## src/design/regAllocPkg.sv

```systemverilog
package regAllocPkg;

    // geometry, fixed by the field widths below
    localparam int warpW          = 3;   // 8 hardware warps
    localparam int entriesPerWarp = 4;   // register-pair entries per warp
    localparam int slotW          = 4;   // 16 physical slots
    localparam int lutAddrW       = 5;   // warp + entry index

    typedef enum logic [1:0] {
        Ready   = 2'd0,
        Alloc   = 2'd1,
        Dealloc = 2'd2
    } allocState_t;

    typedef enum logic [3:0] {
        OpAdd = 4'd0,
        OpSub = 4'd1,
        OpAnd = 4'd2,
        OpOr  = 4'd3,
        OpXor = 4'd4,
        OpShl = 4'd5,
        OpShr = 4'd6,
        OpMul = 4'd7,
        OpMin = 4'd8,
        OpMax = 4'd9,
        OpMov = 4'd10    // 11..15 reserved
    } aluOp_t;

    // one LUT entry; {row, bankPair} is the slot number
    typedef struct packed {
        logic       valid;
        logic [2:0] row;
        logic       bankPair;
    } lutEntry_t;

    typedef struct packed {
        logic [2:0] row;
        logic [1:0] bank;   // {bankPair, reg bit 0}
    } physAddr_t;

    // bit 4 of regNum picks special value 1, bit 3 special value 2
    typedef struct packed {
        logic [4:0] regNum;
        logic       valid;
    } srcReq_t;

    typedef struct packed {
        logic        valid;
        logic [31:0] instr;
        logic [15:0] imm;
        logic        immValid;
        aluOp_t      aluOp;
        logic        memWrite;
        logic        memRead;
        logic        shared;
        logic        beq;
        logic        blt;
        logic [1:0]  scbId;
        logic [7:0]  activeMask;
        logic        regWrite;
        logic [4:0]  dst;
    } issueBundle_t;

endpackage

```

## src/design/allocFsm.sv

```systemverilog
`timescale 1ns/1ps

module allocFsm (
    input  logic                                   clk,
    input  logic                                   rst,
    input  logic                                   update,
    input  logic [regAllocPkg::warpW-1:0]          updWarp,
    input  logic [2:0]                             updCount,
    input  logic [7:0]                             swWarpId,
    input  logic                                   exitStrobe,
    input  logic [regAllocPkg::warpW-1:0]          exitWarp,
    input  regAllocPkg::lutEntry_t [regAllocPkg::entriesPerWarp-1:0] exitEntries,
    output logic                                   lutWe,
    output logic [regAllocPkg::lutAddrW-1:0]       lutWAddr,
    output regAllocPkg::lutEntry_t                 lutWData,
    output logic                                   lutClr,
    output logic [regAllocPkg::warpW-1:0]          lutClrWarp,
    output logic                                   allocStall,
    output regAllocPkg::allocState_t               state,
    input  logic [regAllocPkg::warpW-1:0]          rdWarp,
    output logic [31:0]                            specialReg
);

    localparam int numSlots = 1 << regAllocPkg::slotW;
    localparam int numWarps = 1 << regAllocPkg::warpW;

    regAllocPkg::allocState_t nextState;

    logic [2:0]                      remaining;  // entries still to write
    logic [1:0]                      entryCnt;
    logic [regAllocPkg::warpW-1:0]   curWarp;
    logic [numSlots-1:0]             usedMap;    // 1 = slot taken
    logic [regAllocPkg::slotW-1:0]   lowFree;
    logic                            anyFree;
    logic [31:0]                     specRegs [numWarps];

    // lowest free slot, scanned from the top so the lowest index wins
    always_comb begin
        lowFree = '0;
        anyFree = 1'b0;
        for (int i = numSlots - 1; i >= 0; i--) begin
            if (!usedMap[i]) begin
                lowFree = i[regAllocPkg::slotW-1:0];
                anyFree = 1'b1;
            end
        end
    end

    always_comb begin
        nextState = state;
        case (state)
            regAllocPkg::Ready: begin
                if (update && updCount != 3'd0) begin
                    nextState = regAllocPkg::Alloc;   // update beats exit
                end else if (exitStrobe) begin
                    nextState = regAllocPkg::Dealloc;
                end
            end
            regAllocPkg::Alloc: begin
                if (remaining == 3'd1) nextState = regAllocPkg::Ready;
            end
            regAllocPkg::Dealloc: nextState = regAllocPkg::Ready;
            default:              nextState = regAllocPkg::Ready;
        endcase
    end

    always_ff @(posedge clk) begin
        if (!rst) begin
            state     <= regAllocPkg::Ready;
            remaining <= '0;
            entryCnt  <= '0;
            curWarp   <= '0;
            usedMap   <= '0;
        end else begin
            state <= nextState;
            case (state)
                regAllocPkg::Ready: begin
                    if (update && updCount != 3'd0) begin
                        remaining <= updCount;
                        entryCnt  <= '0;
                        curWarp   <= updWarp;
                    end else if (exitStrobe) begin
                        curWarp <= exitWarp;
                    end
                end
                regAllocPkg::Alloc: begin
                    remaining <= remaining - 3'd1;
                    entryCnt  <= entryCnt + 2'd1;
                    if (anyFree) usedMap[lowFree] <= 1'b1;
                end
                regAllocPkg::Dealloc: begin
                    // release every slot the exiting warp still holds
                    for (int e = 0; e < regAllocPkg::entriesPerWarp; e++) begin
                        if (exitEntries[e].valid) begin
                            usedMap[{exitEntries[e].row, exitEntries[e].bankPair}] <= 1'b0;
                        end
                    end
                end
                default: ;
            endcase
        end
    end

    // software warp id, kept per hardware warp
    always_ff @(posedge clk) begin
        if (state == regAllocPkg::Ready && update && updCount != 3'd0) begin
            specRegs[updWarp] <= {24'd0, swWarpId};
        end
    end

    assign lutWe             = (state == regAllocPkg::Alloc);
    assign lutWAddr          = {curWarp, entryCnt};
    assign lutWData.valid    = anyFree;   // no slot left gives an invalid entry
    assign lutWData.row      = anyFree ? lowFree[3:1] : 3'd0;
    assign lutWData.bankPair = anyFree ? lowFree[0] : 1'b0;

    assign lutClr     = (state == regAllocPkg::Dealloc);
    assign lutClrWarp = curWarp;

    assign allocStall = (state == regAllocPkg::Alloc) || (state == regAllocPkg::Dealloc);
    assign specialReg = specRegs[rdWarp];

endmodule

```

## src/design/operandMapper.sv

```systemverilog
`timescale 1ns/1ps

module operandMapper (
    input  logic [regAllocPkg::warpW-1:0]          issueWarp,
    input  regAllocPkg::srcReq_t                   src1,
    input  regAllocPkg::srcReq_t                   src2,
    input  logic                                   wbValid,
    input  logic [regAllocPkg::warpW-1:0]          wbWarp,
    input  logic [2:0]                             wbReg,
    output logic [2:0][regAllocPkg::lutAddrW-1:0]  lutRdAddr,
    input  regAllocPkg::lutEntry_t [2:0]           lutRdData,
    input  logic [3:0]                             ocEmpty,
    output regAllocPkg::physAddr_t                 src1Addr,
    output regAllocPkg::physAddr_t                 src2Addr,
    output regAllocPkg::physAddr_t                 wbAddr,
    output logic                                   src1Valid,
    output logic                                   src2Valid,
    output logic                                   wbValidOut,
    output logic                                   bankConflict,
    output logic                                   sameSrc,
    output logic [2:0]                             src1Oc,
    output logic [2:0]                             src2Oc,
    input  logic [31:0]                            specialReg,
    output logic [1:0]                             speSlot,
    output logic [1:0]                             spe2Slot,
    output logic [255:0]                           speValue,
    output logic [255:0]                           spe2Value,
    input  regAllocPkg::issueBundle_t              inBundle,
    output regAllocPkg::issueBundle_t              outBundle,
    output logic [regAllocPkg::warpW-1:0]          outWarp
);

    logic [1:0] ocPick;

    // invalid entry maps to row 0, bank pair 0
    function automatic regAllocPkg::physAddr_t xlate(input regAllocPkg::lutEntry_t e,
                                                     input logic regBit0);
        regAllocPkg::physAddr_t a;
        a.row  = e.valid ? e.row : 3'd0;
        a.bank = {e.valid & e.bankPair, regBit0};
        return a;
    endfunction

    // entry index is reg bits 2:1, bit 0 picks the bank within the pair
    assign lutRdAddr[0] = {issueWarp, src1.regNum[2:1]};
    assign lutRdAddr[1] = {issueWarp, src2.regNum[2:1]};
    assign lutRdAddr[2] = {wbWarp, wbReg[2:1]};

    assign src1Addr   = xlate(lutRdData[0], src1.regNum[0]);
    assign src2Addr   = xlate(lutRdData[1], src2.regNum[0]);
    assign wbAddr     = xlate(lutRdData[2], wbReg[0]);
    assign src1Valid  = src1.valid;
    assign src2Valid  = src2.valid;
    assign wbValidOut = wbValid;

    assign bankConflict = src1.valid && src2.valid && (src1Addr.bank == src2Addr.bank);
    assign sameSrc      = src1.valid && src2.valid && (src1.regNum == src2.regNum);

    // lowest empty collector, 0 when all busy
    always_comb begin
        ocPick = 2'd0;
        for (int i = 3; i >= 0; i--) begin
            if (ocEmpty[i]) ocPick = i[1:0];
        end
    end

    assign src1Oc = {ocPick, 1'b0};
    assign src2Oc = {ocPick, 1'b1};

    assign speSlot  = {src2.regNum[4], src1.regNum[4]};
    assign spe2Slot = {src2.regNum[3], src1.regNum[3]};
    assign speValue = {8{specialReg}};   // same warp id in every lane

    always_comb begin
        for (int l = 0; l < 8; l++) begin
            spe2Value[32*l +: 32] = l;   // lane index
        end
    end

    assign outBundle = inBundle;
    assign outWarp   = issueWarp;

endmodule

```

## src/design/regAllocUnit.sv

```systemverilog
`timescale 1ns/1ps

module regAllocUnit (
    input  logic                                  clk,
    input  logic                                  rst,
    input  logic                                  update,
    input  logic [regAllocPkg::warpW-1:0]         updWarp,
    input  logic [2:0]                            updCount,
    input  logic [7:0]                            swWarpId,
    input  logic                                  exitStrobe,
    input  logic [regAllocPkg::warpW-1:0]         exitWarp,
    output logic                                  allocStall,
    output regAllocPkg::allocState_t              state,
    input  logic [regAllocPkg::warpW-1:0]         issueWarp,
    input  regAllocPkg::srcReq_t                  src1,
    input  regAllocPkg::srcReq_t                  src2,
    input  logic                                  wbValid,
    input  logic [regAllocPkg::warpW-1:0]         wbWarp,
    input  logic [2:0]                            wbReg,
    input  logic [3:0]                            ocEmpty,
    output regAllocPkg::physAddr_t                src1Addr,
    output regAllocPkg::physAddr_t                src2Addr,
    output regAllocPkg::physAddr_t                wbAddr,
    output logic                                  src1Valid,
    output logic                                  src2Valid,
    output logic                                  wbValidOut,
    output logic                                  bankConflict,
    output logic                                  sameSrc,
    output logic [2:0]                            src1Oc,
    output logic [2:0]                            src2Oc,
    output logic [1:0]                            speSlot,
    output logic [1:0]                            spe2Slot,
    output logic [255:0]                          speValue,
    output logic [255:0]                          spe2Value,
    input  regAllocPkg::issueBundle_t             inBundle,
    output regAllocPkg::issueBundle_t             outBundle,
    output logic [regAllocPkg::warpW-1:0]         outWarp
);

    logic                                                    lutWe;
    logic [regAllocPkg::lutAddrW-1:0]                        lutWAddr;
    regAllocPkg::lutEntry_t                                  lutWData;
    logic                                                    lutClr;
    logic [regAllocPkg::warpW-1:0]                           lutClrWarp;
    regAllocPkg::lutEntry_t [regAllocPkg::entriesPerWarp-1:0] exitEntries;
    logic [2:0][regAllocPkg::lutAddrW-1:0]                   lutRdAddr;
    regAllocPkg::lutEntry_t [2:0]                            lutRdData;
    logic [31:0]                                             specialReg;

    allocFsm i_allocFsm (
        .clk         (clk),
        .rst         (rst),
        .update      (update),
        .updWarp     (updWarp),
        .updCount    (updCount),
        .swWarpId    (swWarpId),
        .exitStrobe  (exitStrobe),
        .exitWarp    (exitWarp),
        .exitEntries (exitEntries),
        .lutWe       (lutWe),
        .lutWAddr    (lutWAddr),
        .lutWData    (lutWData),
        .lutClr      (lutClr),
        .lutClrWarp  (lutClrWarp),
        .allocStall  (allocStall),
        .state       (state),
        .rdWarp      (issueWarp),   // special reg of the issuing warp
        .specialReg  (specialReg)
    );

    regLut i_regLut (
        .clk         (clk),
        .rst         (rst),
        .we          (lutWe),
        .wAddr       (lutWAddr),
        .wData       (lutWData),
        .clr         (lutClr),
        .clrWarp     (lutClrWarp),
        .rdAddr      (lutRdAddr),
        .rdData      (lutRdData),
        .exitEntries (exitEntries)
    );

    operandMapper i_operandMapper (
        .issueWarp    (issueWarp),
        .src1         (src1),
        .src2         (src2),
        .wbValid      (wbValid),
        .wbWarp       (wbWarp),
        .wbReg        (wbReg),
        .lutRdAddr    (lutRdAddr),
        .lutRdData    (lutRdData),
        .ocEmpty      (ocEmpty),
        .src1Addr     (src1Addr),
        .src2Addr     (src2Addr),
        .wbAddr       (wbAddr),
        .src1Valid    (src1Valid),
        .src2Valid    (src2Valid),
        .wbValidOut   (wbValidOut),
        .bankConflict (bankConflict),
        .sameSrc      (sameSrc),
        .src1Oc       (src1Oc),
        .src2Oc       (src2Oc),
        .specialReg   (specialReg),
        .speSlot      (speSlot),
        .spe2Slot     (spe2Slot),
        .speValue     (speValue),
        .spe2Value    (spe2Value),
        .inBundle     (inBundle),
        .outBundle    (outBundle),
        .outWarp      (outWarp)
    );

endmodule

```

## src/design/regLut.sv

```systemverilog
`timescale 1ns/1ps

module regLut (
    input  logic                                           clk,
    input  logic                                           rst,
    input  logic                                           we,
    input  logic [regAllocPkg::lutAddrW-1:0]               wAddr,
    input  regAllocPkg::lutEntry_t                         wData,
    input  logic                                           clr,
    input  logic [regAllocPkg::warpW-1:0]                  clrWarp,
    input  logic [2:0][regAllocPkg::lutAddrW-1:0]          rdAddr,
    output regAllocPkg::lutEntry_t [2:0]                   rdData,
    output regAllocPkg::lutEntry_t [regAllocPkg::entriesPerWarp-1:0] exitEntries
);

    localparam int depth = 1 << regAllocPkg::lutAddrW;

    regAllocPkg::lutEntry_t table_q [depth];

    always_ff @(posedge clk) begin
        if (!rst) begin
            for (int i = 0; i < depth; i++) begin
                table_q[i] <= '0;
            end
        end else begin
            // whole warp cleared at once on exit
            if (clr) begin
                for (int e = 0; e < regAllocPkg::entriesPerWarp; e++) begin
                    table_q[{clrWarp, e[1:0]}] <= '0;
                end
            end
            if (we) table_q[wAddr] <= wData;
        end
    end

    // src1, src2, writeback
    always_comb begin
        for (int p = 0; p < 3; p++) begin
            rdData[p] = table_q[rdAddr[p]];
        end
    end

    always_comb begin
        for (int e = 0; e < regAllocPkg::entriesPerWarp; e++) begin
            exitEntries[e] = table_q[{clrWarp, e[1:0]}];
        end
    end

endmodule

```

## config.mk

```make
export PLATFORM = sky130hd
export DESIGN_NAME = regAllocUnit
export DESIGN_NICKNAME = d
export VERILOG_FILES = /design/src/design/regAllocPkg.sv /design/src/design/allocFsm.sv /design/src/design/operandMapper.sv /design/src/design/regAllocUnit.sv /design/src/design/regLut.sv
export SDC_FILE = /design/constraint.sdc
export NUM_CORES = 1
export LEC_CHECK = 0
export ABC_AREA = 0
export BUFFER_PORTS_ARGS = -buffer_cell sky130_fd_sc_hd__buf_4
export CORE_AREA = 2 2 290 292
export DETAILED_ROUTE_END_ITERATION = 10
export DIE_AREA = 0 0 292 294
export SLEW_MARGIN = 25
export SYNTH_ARGS = -nofsm -noshare
export SYNTH_HDL_FRONTEND = slang
export SYNTH_SLANG_ARGS = --single-unit
```

## constraint.sdc

```tcl
create_clock -name clk -period 6.17 [get_ports clk]
set_input_delay 0.9255 -clock clk [delete_from_list [all_inputs] [get_ports clk]]
set_output_delay 0.9255 -clock clk [all_outputs]
set_load 0.01 [all_outputs]
```

==> results by group <==
Global route
  – Vias in the first global route: roughly 14,000
  – All-layer global routing usage: about 15%
  – First-pass GRT wire length: between 90,000 and 100,000 um
  – Initial antenna violation count: 1
  – Largest net degree at the start of global routing: 70
  – Overflow after GRT: 0

Status
  – Status: completed

Logic synthesis
  – Yosys reg bits: between 200 and 300
  – Warnings, synthesis: 0
  – FFs w/ async S/R, synth: 0%
  – Seq/Total Area, Yosys: approximately a third
  – Synth Instances: roughly 2,000
  – Leading area contributor after synthesis: edfxtp_1
  – Syn_area_per_cell: 10.7 um^2
  – EDFF count, synth: 224
  – Count of cell types in the netlist: 74
  – Synth top area share: 31.0%
  – Synthesized area: roughly 0.022 mm^2
  – Top FF cell, synth: edfxtp_1
  – Top cells by area, synth: edfxtp_1, buf_4, mux4_2, nor2_1, dfxtp_1

Placement
  – Dpl ws: between 1.5 and 2 ns
  – GPL Wtd Cong: roughly 1
  – Port buffer count: 140
  – Dpl hpwl: 51,300 um

Die
  – Core Rows: around 110
  – Die Span Y: around 300 um
  – Die footprint: approximately 0.086 mm^2
  – Ports: about 750
  – Core area: approximately 0.083 mm^2
  – Die W: around 290 um
  – Initial Util: between 20% and 30%

Timing
  – Final setup margin: 1.67 ns
  – Final setup viols: 0
  – Max Fclk: between 200 and 250 MHz
  – Hold WS: ~0.50 ns
  – Max-slew headroom: 25.4%
  – Final Max Tran Viols: 0
  – Skew final: about 0.014 ns
  – Tcrit/Tclk final: 73.0%
  – RSZ-0062 raised after global routing: false
  – Setup TNS: 0 ns
  – Tmin final: around 4.5 ns
  – Slew @ Worst Pin: roughly 1.1 ns
  – Fin. Hold Viols: 0

Routing
  – DRC violations left: 0
  – WL final: 68,100 um
  – Starting DRT DRC Count: roughly 1,900
  – Vias/cell: just under 5
  – DR WL/cell: roughly 22 um
  – First-pass iteration count of the detailed router: 6
  – Detail Route Antenna Nets: 0
  – Vias post-DR: roughly 15,000

CTS
  – Reg clk slew, reported paths: about 0.060 ns
  – Post-CTS Setup Bufs: 0
  – Clock Tree Buf Depth: 3
  – Gates resized, CTS repair: 0
  – Root buffer cell: clkbuf_16
  – Number of H-tree levels: 1
  – Num CTS Buffers: 27
  – CTS tree: done
  – Clk sinks: around 250
  – Hold_buf cts: 0
  – Skew-Pair Late Insertion Delay: 0.56 ns

Power
  – PD cells: 233 mW/mm^2
  – Maximum VDD drop: 188 uV
  – Lkg Pwr: a little under 8 nW

Min path
  – Hold Crit Start: i_allocFsm.entryCnt[0]
  – Hold WC Path Type: flip-flop to flip-flop

Layout
  – Area Overhead vs Synth: 0.755%
  – Nets@finish: approximately 2,100
  – FILL cells: around 8,600
  – Final core occ: a little over a quarter
  – Share of cells above drive strength 1: approximately 22%

Worst setup path
  – FF-to-FF path depth: 8
  – CP max stage cell: or4_1
  – Crit Path Category: input port to output port
  – Type of destination of the critical path: output port
  – R2R Setup Slk: approximately 2.5 ns
  – Most used cell, CP: buf_4
  – Worst-path fanout max: 45
  – Worst setup SP type: input port
  – Crit path to: bankConflict
  – CP max stage delay: approximately 0.8 ns
  – Worst setup startpoint: src1[3]
  – Crit path DAT: roughly 3.6 ns
  – Crit-path cells: buf_4 -> mux4_2 -> nor2b_1 -> a2111oi_0 -> or4_1 -> o21a_1 -> nor3_1 -> buf_4
  – FF-to-FF End: i_allocFsm.usedMap[0]
  – Worst endpoint required time: between 5 and 6 ns

Job
  – MaxCap Viol Count: 0
[flip-flops by register name, summed over array words and instances, names as in the netlist, named ones only]
name                   flops
i_allocFsm.entryCnt        2
i_regLut.table_q         160
i_allocFsm.state           2
i_allocFsm.remaining       3
i_allocFsm.lutClrWarp      3
i_allocFsm.usedMap        16
i_allocFsm.specRegs       64
[Yosys cell counts (14+ instances only)]
master and instances:
nand3_1 45, mux2i_1 41, mux2_2 20, a31oi_1 14, nor3_1 92, buf_1 16, buf_4 607, nor2_1 178
inv_1 30, nand2_1 96, a32oi_1 21, nand2b_1 37, mux4_2 182, o21ai_0 60, dfxtp_1 29, a21oi_1 28
buf_2 31, clkbuf_1 60, edfxtp_1 224, nand4_1 17
[report_power, final]
part           internal, W  total (W)  switching, W
registers          0.00194    0.00211      0.000168
logic             0.000475    0.00126      0.000788
clock network      0.00103    0.00173      0.000707
total              0.00344    0.00510       0.00166
[cell usage in the layout, fill, tap and decap left out, types with 7 or more instances in the layout]
master,count
a21oi_1,28
a32oi_1,21
mux4_2,182
nand2_1,95
o211ai_1,11
mux2i_1,40
inv_1,30
ha_1,9
a31oi_1,14
and2_1,10
nor3_1,92
or2_2,10
nor2b_1,10
nand4_1,17
nand3_1,45
a32o_1,13
buf_4,161
dfxtp_1,28
and3_1,9
nor3b_1,9
o21ai_0,55
nor2_1,177
and3b_1,7
mux2_2,20
conb_1,450
nand3b_1,13
clkbuf_16,27
or3_1,7
nand2b_1,37
edfxtp_1,224
[through the flow]
step | instance area [um^2] | instances | total power (W)
finish | 21900 | 3059 | 0.00510
global route | 21900 | 3058 | 0.00527
CTS | 21900 | 3058 | 0.00510
detailed placement | 20900 | 3008 | 0.00338
global placement | 20900 | 3008 | 0.00336
floorplan | 23400 | 2484 | 0.00325
[logic make-up after synthesis]
logic type | synth area share, %
other cells | 0.0346
compound gates | 6.75
simple gates | 12.4
xor+xnor | 0.202
buf+inv | 23.8
flops | 33.6
mux | 22.7
fa+ha+maj | 0.518
[layout make-up]
| class | instances | area (um^2) | share of cell area (%) |
|---|---|---|---|
| Clock inverter | 19 | 234 | 1.07 |
| Sequential cell | 253 | 7310 | 33.4 |
| Clock buffer | 31 | 701 | 3.20 |
| Tap cell | 1080 | 1350 | 6.17 |
| Inverter | 35 | 131 | 0.600 |
| Multi-Input combinational cell | 1479 | 10900 | 50.0 |
| Timing Repair Buffer | 161 | 1210 | 5.52 |
| Antenna cell | 1 | 2.50 | 0.0114 |
[critical path, delay by kind of cell]
kind	cells	cell delay, ns
mux	1	0.33
compound gates	2	0.33
simple gates	3	1.22
buf+inv	2	0.73
[how the worst min path moves through the flow]
stage                                  end  depth (start not counted)
floorplan           i_allocFsm.entryCnt[0]                          2
global placement    i_allocFsm.entryCnt[0]                          2
detailed placement  i_allocFsm.entryCnt[0]                          2
CTS                 i_allocFsm.entryCnt[0]                          2
global route        i_allocFsm.entryCnt[0]                          2
finish              i_allocFsm.entryCnt[0]                          2
[per-layer routing]
metal | track usage, % | wire length (um) | vias to the layer above
met5 | 0.681 | 78 | -
met4 | 6.66 | 3130 | 2
met3 | 4.68 | 8150 | 182
met2 | 23.9 | 31900 | 1054
met1 | 18.5 | 24800 | 7404
li1 | - | - | 6303
Note: power is estimated with default switching activity, not from simulation.
